## src/cpu_bus_pkg.sv

```systemverilog
`default_nettype none

package cpu_bus_pkg;

    localparam int BITS_PER_BYTE  = 8;
    localparam int BYTES_PER_WORD = 4;
    localparam int BITS_PER_WORD  = BITS_PER_BYTE * BYTES_PER_WORD;

    typedef logic [BITS_PER_BYTE-1:0] byte_t;
    typedef logic [BITS_PER_WORD-1:0] word_t;

    // access size, log2 of the byte count
    typedef logic [1:0] size_t;

    localparam size_t SIZE_BYTE = 2'd0;
    localparam size_t SIZE_HALF = 2'd1;
    localparam size_t SIZE_WORD = 2'd2;

    typedef logic [BYTES_PER_WORD-1:0] strobe_t;

    // one word seen as bytes or as a whole
    typedef union packed {
        byte_t [BYTES_PER_WORD-1:0] bytes;
        word_t                      word;
    } word_view_t;

endpackage

`default_nettype wire

```

## src/line_store.sv

```systemverilog
`timescale 1ns/100ps
`default_nettype none

module line_store
    import cpu_bus_pkg::*;
#(
    parameter int BUFFER_LENGTH = 16,

    localparam int OFFSET_BITS = $clog2(BUFFER_LENGTH)
) (
    input  logic                   clk,

    // processor side write on a hit
    input  logic                   hit_write,
    input  logic [OFFSET_BITS-1:0] hit_index,
    input  strobe_t                hit_strobe,
    input  word_t                  hit_wdata,

    // refill beat from the bus
    input  logic                   fill,
    input  logic [OFFSET_BITS-1:0] fill_index,
    input  strobe_t                fill_strobe,
    input  word_t                  fill_wdata,
    input  word_t                  fill_rdata,

    input  logic [OFFSET_BITS-1:0] read_index,
    output word_t                  read_data,
    output word_t                  beat_data
);

    word_view_t mem [BUFFER_LENGTH];

    word_view_t hit_view;
    word_view_t fill_view;
    word_view_t bus_view;

    assign hit_view  = hit_wdata;
    assign fill_view = fill_wdata;
    assign bus_view  = fill_rdata;

    always_ff @(posedge clk) begin
        if (hit_write) begin
            for (int i = 0; i < BYTES_PER_WORD; i++) begin
                if (hit_strobe[i]) begin
                    mem[hit_index].bytes[i] <= hit_view.bytes[i];
                end
            end
        end else if (fill) begin
            // saved write bytes win over the bus beat
            for (int i = 0; i < BYTES_PER_WORD; i++) begin
                mem[fill_index].bytes[i] <= fill_strobe[i] ? fill_view.bytes[i]
                                                           : bus_view.bytes[i];
            end
        end
    end

    assign read_data = mem[read_index].word;

    // word leaving on a writeback beat
    assign beat_data = mem[fill_index].word;

endmodule

`default_nettype wire

```

## config.mk

```make
export PLATFORM = sky130hd
export DESIGN_NAME = line_store
export DESIGN_NICKNAME = d
export VERILOG_FILES = /design/src/cpu_bus_pkg.sv /design/src/line_store.sv
export SDC_FILE = /design/constraint.sdc
export NUM_CORES = 1
export LEC_CHECK = 0
export ABC_CLOCK_PERIOD_IN_PS = 5900
export CAP_MARGIN = 10
export CORE_UTILIZATION = 40
export DETAILED_ROUTE_END_ITERATION = 16
export DONT_BUFFER_PORTS = 1
export SYNTH_ARGS = -nofsm -noshare
export SYNTH_HDL_FRONTEND = slang
export SYNTH_SLANG_ARGS = --single-unit
```

## constraint.sdc

```tcl
create_clock -name clk -period 5.9 [get_ports clk]
set_input_delay 0.59 -clock clk [delete_from_list [all_inputs] [get_ports clk]]
set_output_delay 0.59 -clock clk [all_outputs]
set_load 0.1 [all_outputs]
```

==> impl_metrics.toml <==
[critical_path]
worstPathRequired_ps = 5310
critPathArrivalTime_ps = 3190
worst-path-max-fanout = 154
end_kind = "output port"
critPathKind = "in2out"
startpoint_type = "primary input"

[timing]
fin_crit_sh_pct = 64.0
layout_min_cycle_time_ps = 3780
timing.setup.tns_ps = 0
finalSetupViolations = 0
slew_viol_final = 0
fmax_mhz = 265
worst_pin_slew_ps = 1270
rsz0062_at_grt = "false"
final-hold-violation-count = 0
relSlewSlack_pct = 15.1

[logic_synthesis]
syn_avg_cell_area_um2 = 17.2
ys_seq_area_share_pct = 63.1
yosysWarnings = 0
yosysTopAreaCellShare_pct = 63.1
synth.largest_area_cell = "edfxtp_1"
ys.flop_type = "edfxtp_1"
ys_seq_elements = 512
synth_edf_count = 512
yosys.cell_types.count = 28
synth_area_leaders = "edfxtp_1 63%, mux4_2 18%, mux2i_1 6.6%, a22oi_1 4.9%, nand2_1 1.7%"
synth_area_um2 = 24400
synthCells = 1418
syn-num-nets = 1537
async_flop_share_pct = 0

[clock_network]
cts_hold_buffers = 0
cts-htree-levels = 2
cts_tree = "built"
cts-resized-gates = 0
post_cts_buffers = 0
cts_inserted_buffers = 55
clock_path_buffers = 3
cts_root_buf = "clkbuf_16"
clk_pin_slew_worst_paths_ps = 60
cts_sinks = 512

[routing]
totalWireLength_um = 70300
drtAntennaViolNets = 0
wl_met2_um = 33800
vias = 14100
top_layer = "met5"
dr_wl_met3_um = 6470
wirelength_met1_um = 27600
dr.pass1.iters = 5
viasPerCell = 6.28
drc = 0
wire_per_inst_um = 31.3
dr.first_iter.drc_count = 1620

[cells_and_area]
drive_gt1_share_pct = 24.7
largest_reg_flops = 512
final_common_cell = "edfxtp_1"
fill_cells = 5090
mostFrequentLayoutCells = "512 x edfxtp_1, 192 x mux4_2, 161 x mux2i_1"
multi_input_area_um2 = 8480
seqCellArea_um2 = 15400
final_util_pct = 45.1
finalNetCount = 1539
syn_to_final_growth_pct = 11.5

[global_route]
grt_max_degree = 155
grt_remaining_overflow = 0
grt_first_pass_wirelength_um = 100000
grt_usage_pct = 22.5
grt_pass1_vias = 14400
antenna_found_initial = 3

[die]
initial_utilization_pct = 40.5
num_rows = 90
fp.dieArea_um2 = 61900
die_x_um = 249
core_um2 = 60200
io_pins = 183
die_h_um = 249

[placement]
portBuffers = 0
hpwlAfterDp_um = 42100
place_congestion = 0.809

[pwr]
p_leak_nw = 8.96
p_total_w = 0.00883
irDropWorstVdd_v = 0.000206
power_density_nw_per_um2 = 325

[hold_path]
hold_class = "in2reg"

[run_status]
outcome = "finished, final reports clean"

[run]
drv_cap = 0
[layout make-up]
class / instances / area share, %
diodes: 1 / 0.00921
clock buffers: 60 / 5.29
clock inverters: 42 / 1.65
inverters: 1 / 0.0138
multi-input cells: 790 / 31.2
flip-flops and latches: 512 / 56.6
well taps: 782 / 3.60
repair buffers: 60 / 1.68
[cells by family after synthesis]
group	after synthesis	share of synthesized area (%)
AOI/OAI and AO/OA	202	5.93
buffers and inverters	116	2.37
DFF	512	63.1
muxes	354	24.4
and+or+nand+nor	234	4.20
[cells in the mapped netlist (2+ instances only)]
cell / number
a21oi_1: 4
a22oi_1: 160
and2_1: 2
buf_1: 12
buf_2: 34
buf_4: 20
clkbuf_1: 47
edfxtp_1: 512
mux2i_1: 161
mux4_2: 192
nand2_1: 112
nand2_4: 4
nand2b_1: 3
nand3_1: 32
nand4bb_1: 3
nor2_1: 68
nor2b_1: 7
o21ai_0: 34
o31ai_2: 2
[stage by stage]
stage	setup WS, ps	instances	hold slack [ps]	cell area [um2]
2_1_floorplan	3000	1418	1060	24400
3_3_place_gp	2590	2142	1010	25300
3_5_place_dp	2560	2142	1010	25300
4_1_cts	2560	2244	385	27200
5_1_grt	2450	2247	326	27200
6_report	2120	2248	350	27200
[report_power, final]
| group | internal (W) | total (W) | switching (W) |
|---|---|---|---|
| logic | 0.000292 | 0.00106 | 0.000766 |
| registers | 0.00413 | 0.00417 | 0.0000366 |
| clock network | 0.00215 | 0.00360 | 0.00145 |
[final timing paths]
| kind | from | end | cells past startpoint |
|---|---|---|---|
| worst min-delay path | hit_wdata[8] | mem[13][8]$_DFFE_PP_ | 2 |
| worst max-delay path | fill_index[0] | beat_data[18] | 4 |
[worst max-delay path: stages]
cell and delay [ps]:
nor2b_2 850, buf_4 450, a22oi_1 170, nand2_1 720
[metal layers]
metal | vias up | GRT usage (%)
met5 | - | 0
met4 | 4 | 7.52
met3 | 142 | 5.91
met2 | 702 | 36.7
met1 | 7377 | 29.3
li1 | 5894 | -
No activity file was read; power rests on OpenSTA's default activity.
