## src/burst_counter.sv

```systemverilog
`timescale 1ns/100ps
`default_nettype none

module burst_counter #(
    parameter int BUFFER_LENGTH = 16,

    localparam int OFFSET_BITS = $clog2(BUFFER_LENGTH)
) (
    input  logic                   clk,
    input  logic                   reset,
    input  logic                   okay,
    output logic [OFFSET_BITS-1:0] offset
);

    localparam logic [OFFSET_BITS-1:0] LAST_BEAT = OFFSET_BITS'(BUFFER_LENGTH - 1);

    always_ff @(posedge clk) begin
        if (reset) begin
            offset <= '0;
        end else if (okay) begin
            // back to zero so a refill can follow a writeback
            if (offset == LAST_BEAT) begin
                offset <= '0;
            end else begin
                offset <= offset + 1'b1;
            end
        end
    end

endmodule

`default_nettype wire

```

## config.mk

```make
export PLATFORM = sky130hd
export DESIGN_NAME = burst_counter
export DESIGN_NICKNAME = d
export VERILOG_FILES = /design/src/burst_counter.sv
export SDC_FILE = /design/constraint.sdc
export NUM_CORES = 1
export LEC_CHECK = 0
export ABC_CLOCK_PERIOD_IN_PS = 1600
export BUFFER_PORTS_ARGS = -buffer_cell sky130_fd_sc_hd__buf_2
export CAP_MARGIN = 30
export CELL_PAD_IN_SITES_DETAIL_PLACEMENT = 0
export CELL_PAD_IN_SITES_GLOBAL_PLACEMENT = 2
export CORE_AREA = 2 2 39 41
export DETAILED_ROUTE_END_ITERATION = 10
export DIE_AREA = 0 0 41 43
export PLACE_DENSITY_LB_ADDON = 0.05
export SLEW_MARGIN = 10
export SYNTH_ARGS = -nofsm -noshare
export SYNTH_HDL_FRONTEND = slang
export SYNTH_SLANG_ARGS = --single-unit
```

## constraint.sdc

```tcl
create_clock -name clk -period 1.6 [get_ports clk]
set_clock_uncertainty 0.2 [all_clocks]
set_input_delay 0.32 -clock clk [delete_from_list [all_inputs] [get_ports clk]]
set_output_delay 0.32 -clock clk [all_outputs]
set_load 0.02 [all_outputs]
```

==> flow_metrics.tcl, run 1 <==
set metrics [dict create \
    synth_fa_ha_area_frac 0.0694 \
    p_comb_frac 0.096 \
    cts_buffers 3 \
    cts.clk_slew.worst_paths_ns 0.04 \
    dp_hpwl_um 336 \
    grt.overflow.total 0 \
    stdcell_area_um2 253 \
    routabilityCongestion 0.616 \
    remaining_drc_errors 0 \
    synth_compound_area_frac 0.111 \
    leakagePower_nw 0.110 \
    dieArea_um2 1760 \
    reg2reg_slack_ns 0.38 \
    finalMaxSlewViolations 0 \
    p_sw_frac 0.236 \
    drt_iter0_markers 0 \
    cap_violations 0 \
    sequentialPowerShare 0.422 \
    power_density_nw_per_um2 1030 \
    slowest_delay_ns 0.40 \
    drive_gt1_frac 0.379 \
    synth_area_um2 180 \
    synth_seq_cells 4 \
    final_nets 35 \
    placed_area_um2 230 \
    die_h_um 43 \
    clock_path_buffers 2 \
    synth_top_area_frac 0.444 \
    synth_nets 24 \
    initial_utilization 0.130 \
    die_w_um 41 \
    worst_slack_ns 0.242 \
    yosysTopAreaCell "dfxtp_1" \
    end_kind "output pin" \
    grt_max_degree 7 \
    layoutNonFillerInstCount 45 \
    setup_viol 0 \
    p_clk_frac 0.482 \
    cp.arrival_ns 0.84 \
    yosysWarnings 0 \
    min_period_over_period 0.849 \
    cts_hold_buffers 0 \
    min_path_type "in2reg" \
    intPower_mw 0.199 \
    port_buffers 6 \
    preCtsSetupSlack_ns 0.354 \
    crit_type "reg2out" \
    hold_violations 0 \
    cts_tree "yes" \
    p_switching_mw 0.0615 \
    syn_inst 20 \
    dr_total_vias 171 \
    ios 7 \
    grt_pass1_vias 176 \
    antenna_found_initial 0 \
    largest_reg_flops 4 \
    antennaDiodeCount 0 \
    max_freq_mhz 737 \
    vdd_drop_max_mv 0.360 \
    synth-xor-area-share 0.0486 \
    rsz0062_at_grt "false" \
    synthSimpleGateAreaFrac 0.271 \
    syn_avg_cell_area_um2 9.01 \
    wirelength_um 394 \
    final_util 0.183 \
    muxShareOfSynthArea 0.0556 \
    grt_pass1_wl_um 724 \
    power_mw 0.261 \
    ys_seq_area_frac 0.444 \
    synthDistinctLibCells 13 \
    setup-tns-final_ns 0 \
    grt_use_total 0.0673 \
    ant_nets 0 \
    cp_slowest_cell "dfxtp_1" \
    reg.largest.list "offset (4)" \
    core_um2 1380 \
    cts_resized 0 \
    wl_per_cell_um 8.76 \
    regMostFlops "offset" \
    final.min_clock_period_ns 1.36 \
    crit_family "flip-flops" \
    synthTopCellsByArea "dfxtp_1, a21oi_1, ha_1" \
    final_cell_mix "buf_2, dfxtp_1, a21oi_1, clkbuf_4" \
    critPathRequiredTime_ns 1.08 \
    insertion_delay_ns 0.24 \
    outcome "finished, final reports clean" \
    post_cts_buffers 0 \
    maxSlewHeadroom 0.875 \
    critical_path_buf_inv_count 1 \
    rows 14 \
    vias_per_cell 3.80 \
    finalHoldWorstSlack_ns 0.0986 \
    cts_root_buf "clkbuf_4" \
    path_cells "buf_2" \
    worstSetupStartpointType "register" \
    clkSinkCount 4 \
    final_common_cell "buf_2" \
    drtPass1Iterations 1 \
    placed_cells 42 \
    crit_path_max_fanout 6 \
    tightest_slew_ns 0.187 \
    h-tree-depth 1 \
    synth_top_family_by_area "simple AND/OR/NAND/NOR gates" \
    syn_to_final_growth_pct 40.3 \
]
metal layers:
metal / wire length (um) / global-route usage / vias up / share of wire
met4: 15 / 0.0800 / 0 / 0.038
met1: 168 / 0.0772 / 74 / 0.43
li1: - / - / 88 / -
met5: 0 / 0 / - / 0
met3: 27 / 0.0314 / 2 / 0.069
met2: 182 / 0.0781 / 7 / 0.46
final timing paths:
path                     startpoint                endpoint  cells past startpoint
max reg2reg  offset[0]$_SDFFE_PP0P_  offset[3]$_SDFFE_PP0P_                      4
min                           reset  offset[3]$_SDFFE_PP0P_                      2
max          offset[0]$_SDFFE_PP0P_               offset[0]                      1
min reg2reg  offset[3]$_SDFFE_PP0P_  offset[3]$_SDFFE_PP0P_                      2
area by class of cell:
class                   count  area, um^2
fillers                   166        1130
clock buffers               3        22.5
well taps                  16        20.0
repair buffers              6        30.0
multi-input cells          16         100
flip-flops and latches      4        80.1
Yosys cell counts, drive strengths merged:
library cell,count
a21oi,3
dfxtp,4
ha,1
mux2i,1
nand2,3
nand2b,1
nand3,1
nand3b,1
nor2,2
o21ai,1
or3,1
xor2,1
power groups by stage:
stage	registers (mW)	clock network, mW	logic (mW)
floorplan	0.116	0	0.00951
global placement	0.112	0	0.0257
detailed placement	0.112	0	0.0255
CTS	0.110	0.133	0.0256
global route	0.111	0.140	0.0284
finish	0.110	0.126	0.0250
cell families after synthesis:
family | Yosys count
and+or+nand+nor | 9
DFF | 4
muxes | 1
adders and majority gates | 1
AOI/OAI and AO/OA | 4
xor gates and xnor gates | 1
Power figures use the tool's default switching activity.
==> run 2, diff against run 1 <==
ABC_AREA = 1   (was not set)
ABC_CLOCK_PERIOD_IN_PS = 1200   (was 1600)
clock period = 1.2 ns   (was 1.6 ns; I/O delays follow)
==> flow_metrics.tcl, run 2 <==
set metrics [dict create \
    insertion_delay_ns 0.23 \
    port_buffers 6 \
    ios 7 \
    rows 14 \
    initial_utilization 0.141 \
    synth_seq_cells 4 \
    synth_top_area_frac 0.410 \
    power_density_nw_per_um2 1170 \
    grt.overflow.total 0 \
    cp_slowest_cell "dfxtp_2" \
    h-tree-depth 1 \
    synth.most_common_cell "nand2_1" \
    grt_pass1_wl_um 814 \
    dieArea_um2 1760 \
    grt_max_degree 7 \
    outcome "complete, but fails checks" \
    cts_tree "yes" \
    synth_fa_ha_area_frac 0.0641 \
    leakagePower_nw 0.155 \
    preCtsSetupSlack_ns 0.0748 \
    path_cells "buf_6, buf_6" \
    critPathRequiredTime_ns 0.76 \
    min_from "okay" \
    largest_reg_flops 4 \
    worst_slack_ns -0.0149 \
    min_period_over_period 1.01 \
    setup_viol 1 \
    cp_common_cell "buf_6" \
    wirelength_um 461 \
    grt_use_total 0.0774 \
    r2r-start "offset[0]$_SDFFE_PP0P_" \
    worstSetupStartpointType "register" \
    muxShareOfSynthArea 0 \
    drive_gt1_frac 0.475 \
    sequentialPowerShare 0.395 \
    power_mw 0.376 \
    cts_buffers 3 \
    antennaDiodeCount 0 \
    final_common_cell "nand2_1" \
    r2r-end "offset[3]$_SDFFE_PP0P_" \
    dr_total_vias 214 \
    p_clk_frac 0.444 \
    reg2reg_slack_ns 0.04 \
    synth-edff-count 0 \
    synth-xor-area-share 0 \
    synthTopCellsByArea "dfxtp_1, nand2_1, a21oi_1" \
    hold_end "offset[1]$_SDFFE_PP0P_" \
    rsz0062_at_grt "true" \
    regMostFlops "offset" \
    layoutNonFillerInstCount 56 \
    drtPass1Iterations 1 \
    fillCellCount 165 \
    crit_type "reg2out" \
    clkSinkCount 4 \
    tightest_slew_ns 0.149 \
    max_freq_mhz 823 \
    cap_violations 0 \
    cts.clk_slew.worst_paths_ns 0.04 \
    finalMaxSlewViolations 0 \
    finalHoldWorstSlack_ns 0.0614 \
    end_kind "output pin" \
    reg.largest.list "offset (4)" \
    antenna_found_initial 0 \
    synth_ff_type "dfxtp_1" \
    ys_seq_area_frac 0.410 \
    die_w_um 41 \
    final_cell_mix "nand2_1, inv_1, buf_6" \
    vdd_drop_max_mv 0.461 \
    p_switching_mw 0.0914 \
    slowest_delay_ns 0.32 \
    hold_depth 2 \
    synthSimpleGateAreaFrac 0.327 \
    synth_nets 33 \
    cp.arrival_ns 0.77 \
    p_comb_frac 0.161 \
    die_h_um 43 \
    grt_pass1_vias 223 \
    reg2reg_depth 6 \
    ant_nets 0 \
    placed_cells 53 \
    final_nets 46 \
    yosysTopAreaCell "dfxtp_1" \
    cts_root_buf "clkbuf_4" \
    setup-tns-final_ns -0.0149 \
    yosysWarnings 0 \
    synth_area_um2 195 \
    maxSlewHeadroom 0.900 \
    p_sw_frac 0.243 \
    min_path_type "in2reg" \
    syn_avg_cell_area_um2 6.73 \
    synth_commonest_cells "nand2_1, dfxtp_1, inv_1, a21oi_1, nor2_1" \
    synthDistinctLibCells 11 \
    synth_compound_area_frac 0.103 \
    routabilityCongestion 0.565 \
    syn_inst 29 \
    syn_to_final_growth_pct 64.1 \
    postSynth.asyncResetShare 0 \
    violations "negative setup slack" \
    intPower_mw 0.284 \
    dp_hpwl_um 382 \
    final.min_clock_period_ns 1.21 \
    remaining_drc_errors 0 \
    synth_top_family_by_area "simple AND/OR/NAND/NOR gates" \
    clock_path_buffers 2 \
    core_um2 1380 \
    cts_hold_buffers 0 \
    wl_per_cell_um 8.23 \
    hold_violations 0 \
    drt_iter0_markers 0 \
    vias_per_cell 3.82 \
    crit_path_max_fanout 2 \
]
-- run 2: final cells by class --
cell class | count | area, um^2 | share of cell area
multi-input combinational | 20 | 101 | 0.316
sequential | 4 | 87.6 | 0.273
timing repair buffer | 8 | 70.1 | 0.219
clock buffer | 3 | 22.5 | 0.0703
tap | 16 | 20.0 | 0.0625
inverter | 5 | 18.8 | 0.0586
-- run 2: how the worst max path moves through the flow --
stage | depth (start not counted) | end | start
3_3_place_gp | 6 | offset[3]$_SDFFE_PP0P_ | offset[0]$_SDFFE_PP0P_
2_1_floorplan | 6 | offset[3]$_SDFFE_PP0P_ | offset[0]$_SDFFE_PP0P_
3_5_place_dp | 6 | offset[3]$_SDFFE_PP0P_ | offset[0]$_SDFFE_PP0P_
6_report | 2 | offset[1] | offset[1]$_SDFFE_PP0P_
5_1_grt | 2 | offset[1] | offset[1]$_SDFFE_PP0P_
4_1_cts | 2 | offset[1] | offset[1]$_SDFFE_PP0P_
-- run 2: kinds of logic (layout without fill, tap and decap cells) --
family                   Yosys count  in the layout
AND/OR/NAND/NOR                   15             15
buffers and inverters              5             16
AO/OA/AOI/OAI                      4              4
flip-flops                         4              4
adder cells (fa/ha/maj)            1              1
-- run 2: per-stage QoR --
stage,util,cell area [um^2]
2_1_floorplan,-,198
3_3_place_gp,0.190,263
3_5_place_dp,0.190,263
4_1_cts,0.223,309
5_1_grt,0.231,320
6_report,0.231,320
-- run 2: repair_timing --
| item | CTS | global route |
|---|---|---|
| gates resized for setup | 9 | 4 |
| setup endpoints to repair | 4 | 4 |
| setup buffers | 1 | 0 |
-- run 2: power groups by stage --
stage	Sequential [mW]	Combinational, mW	Clock [mW]
2_1_floorplan	0.158	0.0177	0
3_3_place_gp	0.148	0.0521	0
3_5_place_dp	0.148	0.0523	0
5_1_grt	0.149	0.0673	0.184
6_report	0.148	0.0605	0.167
4_1_cts	0.149	0.0602	0.180
-- run 2: worst max-delay path: cells and delay by family, from the launching register on --
family	cells	cell delay [ns]
DFF	1	0.32
buffers and inverters	2	0.23
-- run 2: per-layer routing --
layer | vias to the layer above | wire, um | GRT usage
met3 | 0 | 62 | 0.0942
met2 | 8 | 216 | 0.100
met4 | 0 | 0 | 0.0200
li1 | 115 | - | -
met5 | - | 0 | 0
met1 | 91 | 183 | 0.0774
