File: config.mk
export PLATFORM = sky130hd
export DESIGN_NAME = line_buffer_fsm
export DESIGN_NICKNAME = d
export VERILOG_FILES = /design/src/cpu_bus_pkg.sv /design/src/line_bus_pkg.sv /design/src/line_buffer_fsm.sv /design/src/strobe_decode.sv
export SDC_FILE = /design/constraint.sdc
export NUM_CORES = 1
export LEC_CHECK = 0
export BUFFER_PORTS_ARGS = -buffer_cell sky130_fd_sc_hd__buf_2
export CAP_MARGIN = 20
export CORE_MARGIN = 2
export CORE_UTILIZATION = 39
export CTS_CLUSTER_DIAMETER = 100
export DETAILED_ROUTE_END_ITERATION = 8
export PLACE_DENSITY_LB_ADDON = 0.12
export SYNTH_ARGS = -nofsm -noshare
export SYNTH_HDL_FRONTEND = slang
export SYNTH_SLANG_ARGS = --single-unit
File: constraint.sdc
create_clock -name clk -period 4.15 [get_ports clk]
set_input_delay 0.415 -clock clk [delete_from_list [all_inputs] [get_ports clk]]
set_output_delay 0.415 -clock clk [all_outputs]
set_load 0.02 [all_outputs]
File: src/cpu_bus_pkg.sv
`default_nettype none

package cpu_bus_pkg;

    localparam int BITS_PER_BYTE  = 8;
    localparam int BYTES_PER_WORD = 4;
    localparam int BITS_PER_WORD  = BITS_PER_BYTE * BYTES_PER_WORD;

    typedef logic [BITS_PER_BYTE-1:0] byte_t;
    typedef logic [BITS_PER_WORD-1:0] word_t;

    // access size, log2 of the byte count
    typedef logic [1:0] size_t;

    localparam size_t SIZE_BYTE = 2'd0;
    localparam size_t SIZE_HALF = 2'd1;
    localparam size_t SIZE_WORD = 2'd2;

    typedef logic [BYTES_PER_WORD-1:0] strobe_t;

    // one word seen as bytes or as a whole
    typedef union packed {
        byte_t [BYTES_PER_WORD-1:0] bytes;
        word_t                      word;
    } word_view_t;

endpackage

`default_nettype wire

File: src/line_bus_pkg.sv
`default_nettype none

package line_bus_pkg;

    localparam int ADDR_BITS = 32;

    // byte offset bits inside a word
    localparam int ALIGN_BITS = 2;

    typedef logic [ADDR_BITS-1:0] addr_t;

    // burst length as log2 of the beat count
    typedef logic [3:0] burst_len_t;

endpackage

`default_nettype wire

File: src/line_buffer_fsm.sv
`timescale 1ns/100ps
`default_nettype none

module line_buffer_fsm
    import cpu_bus_pkg::*;
    import line_bus_pkg::*;
#(
    parameter int BUFFER_LENGTH = 16,

    localparam int OFFSET_BITS = $clog2(BUFFER_LENGTH),
    localparam int TAG_BITS    = ADDR_BITS - OFFSET_BITS - ALIGN_BITS
) (
    input  logic                   clk,
    input  logic                   reset,

    // processor port
    input  logic                   req,
    input  logic                   wr,
    input  size_t                  size,
    input  addr_t                  addr,
    input  word_t                  wdata,
    output logic                   addr_ok,
    output logic                   data_ok,
    output word_t                  rdata,

    input  logic [OFFSET_BITS-1:0] beat_offset,
    input  word_t                  store_read_data,

    // line store write controls
    output logic                   hit_write,
    output logic [OFFSET_BITS-1:0] hit_index,
    output strobe_t                hit_strobe,
    output word_t                  hit_wdata,
    output logic                   fill,
    output strobe_t                fill_strobe,
    output word_t                  fill_wdata,

    // burst bus
    output logic                   bus_valid,
    output logic                   bus_write,
    output addr_t                  bus_addr,
    output burst_len_t             bus_len,
    input  logic                   bus_okay,
    input  logic                   bus_last,
    input  word_t                  bus_rdata
);

    typedef enum logic [1:0] {
        ST_IDLE,
        ST_REFILL,
        ST_WRITEBACK
    } state_t;

    state_t state;
    logic   valid;
    logic   dirty;

    logic [TAG_BITS-1:0] tag;

    logic  saved_wr;
    size_t saved_size;
    addr_t saved_addr;
    word_t saved_wdata;

    logic [TAG_BITS-1:0]    req_tag;
    logic [TAG_BITS-1:0]    saved_tag;
    logic [OFFSET_BITS-1:0] saved_index;
    logic                   tag_hit;
    logic                   offset_hit;
    strobe_t                req_strobe;
    strobe_t                saved_strobe;
    strobe_t                merge_strobe;

    word_view_t beat_view;
    word_view_t saved_view;
    word_view_t merged_view;

    assign req_tag     = addr[ADDR_BITS-1 -: TAG_BITS];
    assign saved_tag   = saved_addr[ADDR_BITS-1 -: TAG_BITS];
    assign saved_index = saved_addr[ALIGN_BITS +: OFFSET_BITS];

    assign tag_hit    = valid && (tag == req_tag);
    assign offset_hit = (beat_offset == saved_index);

    strobe_decode u_req_strobe (
        .size   (size),
        .offset (addr[ALIGN_BITS-1:0]),
        .strobe (req_strobe)
    );

    strobe_decode u_saved_strobe (
        .size   (saved_size),
        .offset (saved_addr[ALIGN_BITS-1:0]),
        .strobe (saved_strobe)
    );

    always_ff @(posedge clk) begin
        if (reset) begin
            state <= ST_IDLE;
            valid <= 1'b0;
            dirty <= 1'b0;
        end else begin
            unique case (state)
                ST_IDLE: begin
                    if (req && tag_hit) begin
                        if (wr) begin
                            dirty <= 1'b1;
                        end
                    end else if (req) begin
                        state <= dirty ? ST_WRITEBACK : ST_REFILL;
                    end
                end
                ST_WRITEBACK: begin
                    if (bus_last) begin
                        state <= ST_REFILL;
                    end
                end
                ST_REFILL: begin
                    if (bus_last) begin
                        state <= ST_IDLE;
                        valid <= 1'b1;
                        tag   <= saved_tag;
                        // write miss leaves its merged word behind
                        dirty <= saved_wr;
                    end
                end
                default: begin
                    state <= ST_IDLE;
                end
            endcase
        end
    end

    // miss request held for the burst
    always_ff @(posedge clk) begin
        if (state == ST_IDLE && req && !tag_hit) begin
            saved_wr    <= wr;
            saved_size  <= size;
            saved_addr  <= addr;
            saved_wdata <= wdata;
        end
    end

    assign merge_strobe = saved_wr ? saved_strobe : '0;

    assign beat_view  = bus_rdata;
    assign saved_view = saved_wdata;

    always_comb begin
        for (int i = 0; i < BYTES_PER_WORD; i++) begin
            merged_view.bytes[i] = merge_strobe[i] ? saved_view.bytes[i]
                                                   : beat_view.bytes[i];
        end
    end

    assign addr_ok = (state == ST_IDLE);
    assign data_ok = (state == ST_IDLE && req && tag_hit) ||
                     (state == ST_REFILL && bus_okay && offset_hit);
    // forward the refill beat straight through
    assign rdata   = (state == ST_IDLE) ? store_read_data : merged_view.word;

    assign hit_write   = (state == ST_IDLE) && req && wr && tag_hit;
    assign hit_index   = addr[ALIGN_BITS +: OFFSET_BITS];
    assign hit_strobe  = req_strobe;
    assign hit_wdata   = wdata;
    assign fill        = (state == ST_REFILL) && bus_okay;
    assign fill_strobe = offset_hit ? merge_strobe : '0;
    assign fill_wdata  = saved_wdata;

    assign bus_valid = (state != ST_IDLE);
    assign bus_write = (state == ST_WRITEBACK);
    assign bus_len   = burst_len_t'(OFFSET_BITS);
    // old tag goes out, new tag comes in
    assign bus_addr  = {(state == ST_WRITEBACK) ? tag : saved_tag,
                        {(OFFSET_BITS + ALIGN_BITS){1'b0}}};

endmodule

`default_nettype wire

File: src/strobe_decode.sv
`timescale 1ns/100ps
`default_nettype none

module strobe_decode
    import cpu_bus_pkg::*;
(
    input  size_t       size,
    input  logic [1:0]  offset,
    output strobe_t     strobe
);

    always_comb begin
        unique case (size)
            SIZE_BYTE: begin
                strobe = strobe_t'(4'b0001 << offset);
            end
            SIZE_HALF: begin
                // halfwords sit on even byte offsets
                strobe = strobe_t'(4'b0011 << {offset[1], 1'b0});
            end
            default: begin
                strobe = '1;
            end
        endcase
    end

endmodule

`default_nettype wire

==> results.py <==
metrics = {
    "outcome": {
        "outcome": "finished, final reports clean",
    },
    "clocking": {
        "cts.reportedPaths.clkPinSlew_ns": 0.07,
        "cts_max_path_buffers": 2,
        "clock_latency_ns": 0.34,
        "numCtsBuffers": 9,
        "cts_root_buffer": "clkbuf_16",
        "cts.sinks": 97,
        "cts_tree": "done",
        "postCtsSetupBuffers": 0,
        "htree_levels": 3,
        "cts_resized": 0,
        "cts.hold.buffers_added": 0,
    },
    "grt": {
        "grt_max_degree": 68,
        "grt_pass1_wl_microns": 18900,
        "gr-total-overflow": 0,
        "track_usage_pct": 19.5,
        "antenna_found_initial": 1,
        "grt_pass1_vias": 3465,
    },
    "sta": {
        "min_period_over_period_pct": 70.2,
        "worst_slack_ns": 1.24,
        "maxSlewViolCount": 0,
        "min_period_ns": 2.91,
        "fmax_mhz": 343,
        "timing_hold_violations_final": 0,
        "setup_viol": 0,
        "maxSlewHeadroom_pct": 31.1,
        "worst_pin_slew_ns": 1.03,
        "tns_ns": 0,
        "clock_skew_ns": 0.00659,
        "rsz0062_at_grt": "false",
    },
    "setup_path": {
        "critPathBufInv": 1,
        "worst_path_largest_cell_delay_ns": 0.57,
        "cp_cell_sequence": "xnor2_1 -> nand4_1 -> or4_4 -> or4_1 -> o21ai_1 -> buf_2",
        "crit_start": "tag[19]",
        "slowest_stage": "or4_4",
        "r2r-start": "tag[19]",
        "crit_required_ns": 3.73,
        "crit_fanout": 3,
        "crit_family": "simple AND/OR/NAND/NOR gates",
        "worstSetupPathType": "reg -> out",
        "critPathLaunchType": "register",
        "worstPathArrival_ns": 2.50,
        "critPathCaptureType": "output pin",
    },
    "placed_design": {
        "gp_congestion": 0.840,
        "dp_hpwl_microns": 10600,
        "dp.cells": 748,
        "pre_cts_ws_ns": 1.32,
        "port_buffers": 279,
        "place_area_sq_um": 6040,
    },
    "floorplanning": {
        "fp-row-count": 40,
        "chipHeight_microns": 115,
        "die_x_microns": 115,
        "start_util_pct": 39.9,
        "core_sq_um": 12000,
        "io_pins": 290,
        "dieArea_sq_um": 13100,
    },
    "routing": {
        "vias": 3621,
        "viasPerCell": 4.73,
        "wirelength_microns": 13500,
        "drtIter0Drc": 160,
        "wl_per_cell_microns": 17.6,
        "drc": 0,
        "final_antenna_net_count": 0,
        "drtPass1Iterations": 6,
    },
    "layout": {
        "nNetsFinal": 753,
        "postLayoutCellArea_sq_um": 6350,
        "instances_no_fill": 765,
        "ff_latch_area_sq_um": 2870,
        "drive_gt1_share_pct": 53.9,
        "layout_common_cells": "buf_2 (279), edfxtp_1 (93), nand2_1 (37)",
        "nFillCells": 1099,
        "multi_input_area_sq_um": 1530,
        "syn_to_final_growth_pct": 33.3,
        "final_common_cell": "buf_2",
        "num_antenna_cells": 0,
    },
    "synth": {
        "netlist_instances": 368,
        "synthTopCellsByArea": "edfxtp_1 (59%), buf_4 (7.2%), mux2i_1 (6.9%)",
        "synth_area_sq_um": 4770,
        "ys.flop_type": "edfxtp_1",
        "synth.avg_cell_area_sq_um": 13.0,
        "async_flop_share_pct": 0,
        "synth_top_cell_area_share_pct": 58.6,
        "ys_seq_elements": 97,
        "ys_warn_count": 0,
        "ys_types": 33,
        "synth_top_area_cell": "edfxtp_1",
        "ys_seq_area_share_pct": 60.3,
        "synth-edff-count": 93,
    },
    "flow_run": {
        "cap_violations": 0,
    },
    "worst_hold_path": {
        "min-delay-start": "addr[2]",
        "worstHoldPathType": "in -> reg",
    },
    "pwr": {
        "total_power_uw": 2580,
        "leakage_uw": 0.00289,
        "power_density_nw_per_um2": 405,
        "ir_drop_mv": 0.181,
    },
}
==> power by group <==
part / total [uW] / internal (uW) / switching (uW)
clock network: 876 / 522 / 354
registers: 1170 / 1140 / 28.9
logic: 526 / 195 / 331
total: 2580 / 1860 / 714
==> flip-flops by register name, summed over array words and instances (netlist names) <==
signal and cells:
state 2, saved_addr 32, fill_wdata 32, saved_size 2, valid 1, dirty 1
tag 26, saved_wr 1
==> per-layer routing <==
metal / up-vias / part of all wire (%) / global-route usage [%]
met1: 1674 / 40 / 23.6
met3: 24 / 7.8 / 5.24
met5: - / 0.14 / 0
met2: 159 / 50 / 32.9
met4: 2 / 2.3 / 8.05
li1: 1762 / - / -
==> worst register-to-register path: stages (launching register included) <==
cell and delay (ns):
edfxtp_1 0.41, xnor2_1 0.20, nand4_1 0.13, or4_4 0.58
nor3_1 0.44, nor2_4 0.24, buf_4 0.37
==> cell type report <==
cell class / instances / area share, %
repair buffers: 286 / 22.8
well taps: 147 / 2.89
flip-flops and latches: 97 / 45.2
clock inverters: 7 / 1.34
clock buffers: 9 / 3.54
multi-input cells: 216 / 24.0
inverters: 3 / 0.177
==> Yosys cell counts (3+ instances only) <==
cell type	number
buf_1	4
buf_4	46
clkbuf_1	9
dfxtp_1	4
edfxtp_1	93
inv_1	3
mux2_2	27
mux2i_1	33
nand2_1	37
nand4_1	5
nor2_1	10
nor2b_1	6
o21ai_0	33
o21ai_1	4
xnor2_1	22
xor2_1	8
==> worst paths after layout <==
| path | end | depth (start not counted) | slack, ns |
|---|---|---|---|
| worst max-delay path | data_ok | 6 | 1.24 |
| worst min-delay path | saved_addr[2] | 1 | 0.26 |
| worst max register to register | fill_wdata[17] | 6 | 1.43 |
| worst min register to register | tag[12] | 0 | 0.45 |
==> cells by family (layout without fill, tap and decap cells) <==
| family | after synthesis | count (layout) | synth area share, % |
|---|---|---|---|
| multiplexers | 60 | 60 | 13.3 |
| AO/OA/AOI/OAI | 45 | 45 | 5.07 |
| buffers and inverters | 63 | 305 | 8.61 |
| XOR/XNOR | 30 | 30 | 5.51 |
| flip-flops | 97 | 97 | 60.3 |
| AND/OR/NAND/NOR | 71 | 71 | 7.09 |
| other | 2 | 10 | 0.158 |
==> stage by stage <==
stage | hold slack (ns) | util (%)
2_1_floorplan | 0.422 | -
3_3_place_gp | 0.425 | 50.5
3_5_place_dp | 0.437 | 50.5
4_1_cts | 0.252 | 53.1
5_1_grt | 0.249 | 53.1
6_report | 0.265 | 53.1
(Power assumes the default switching activity.)
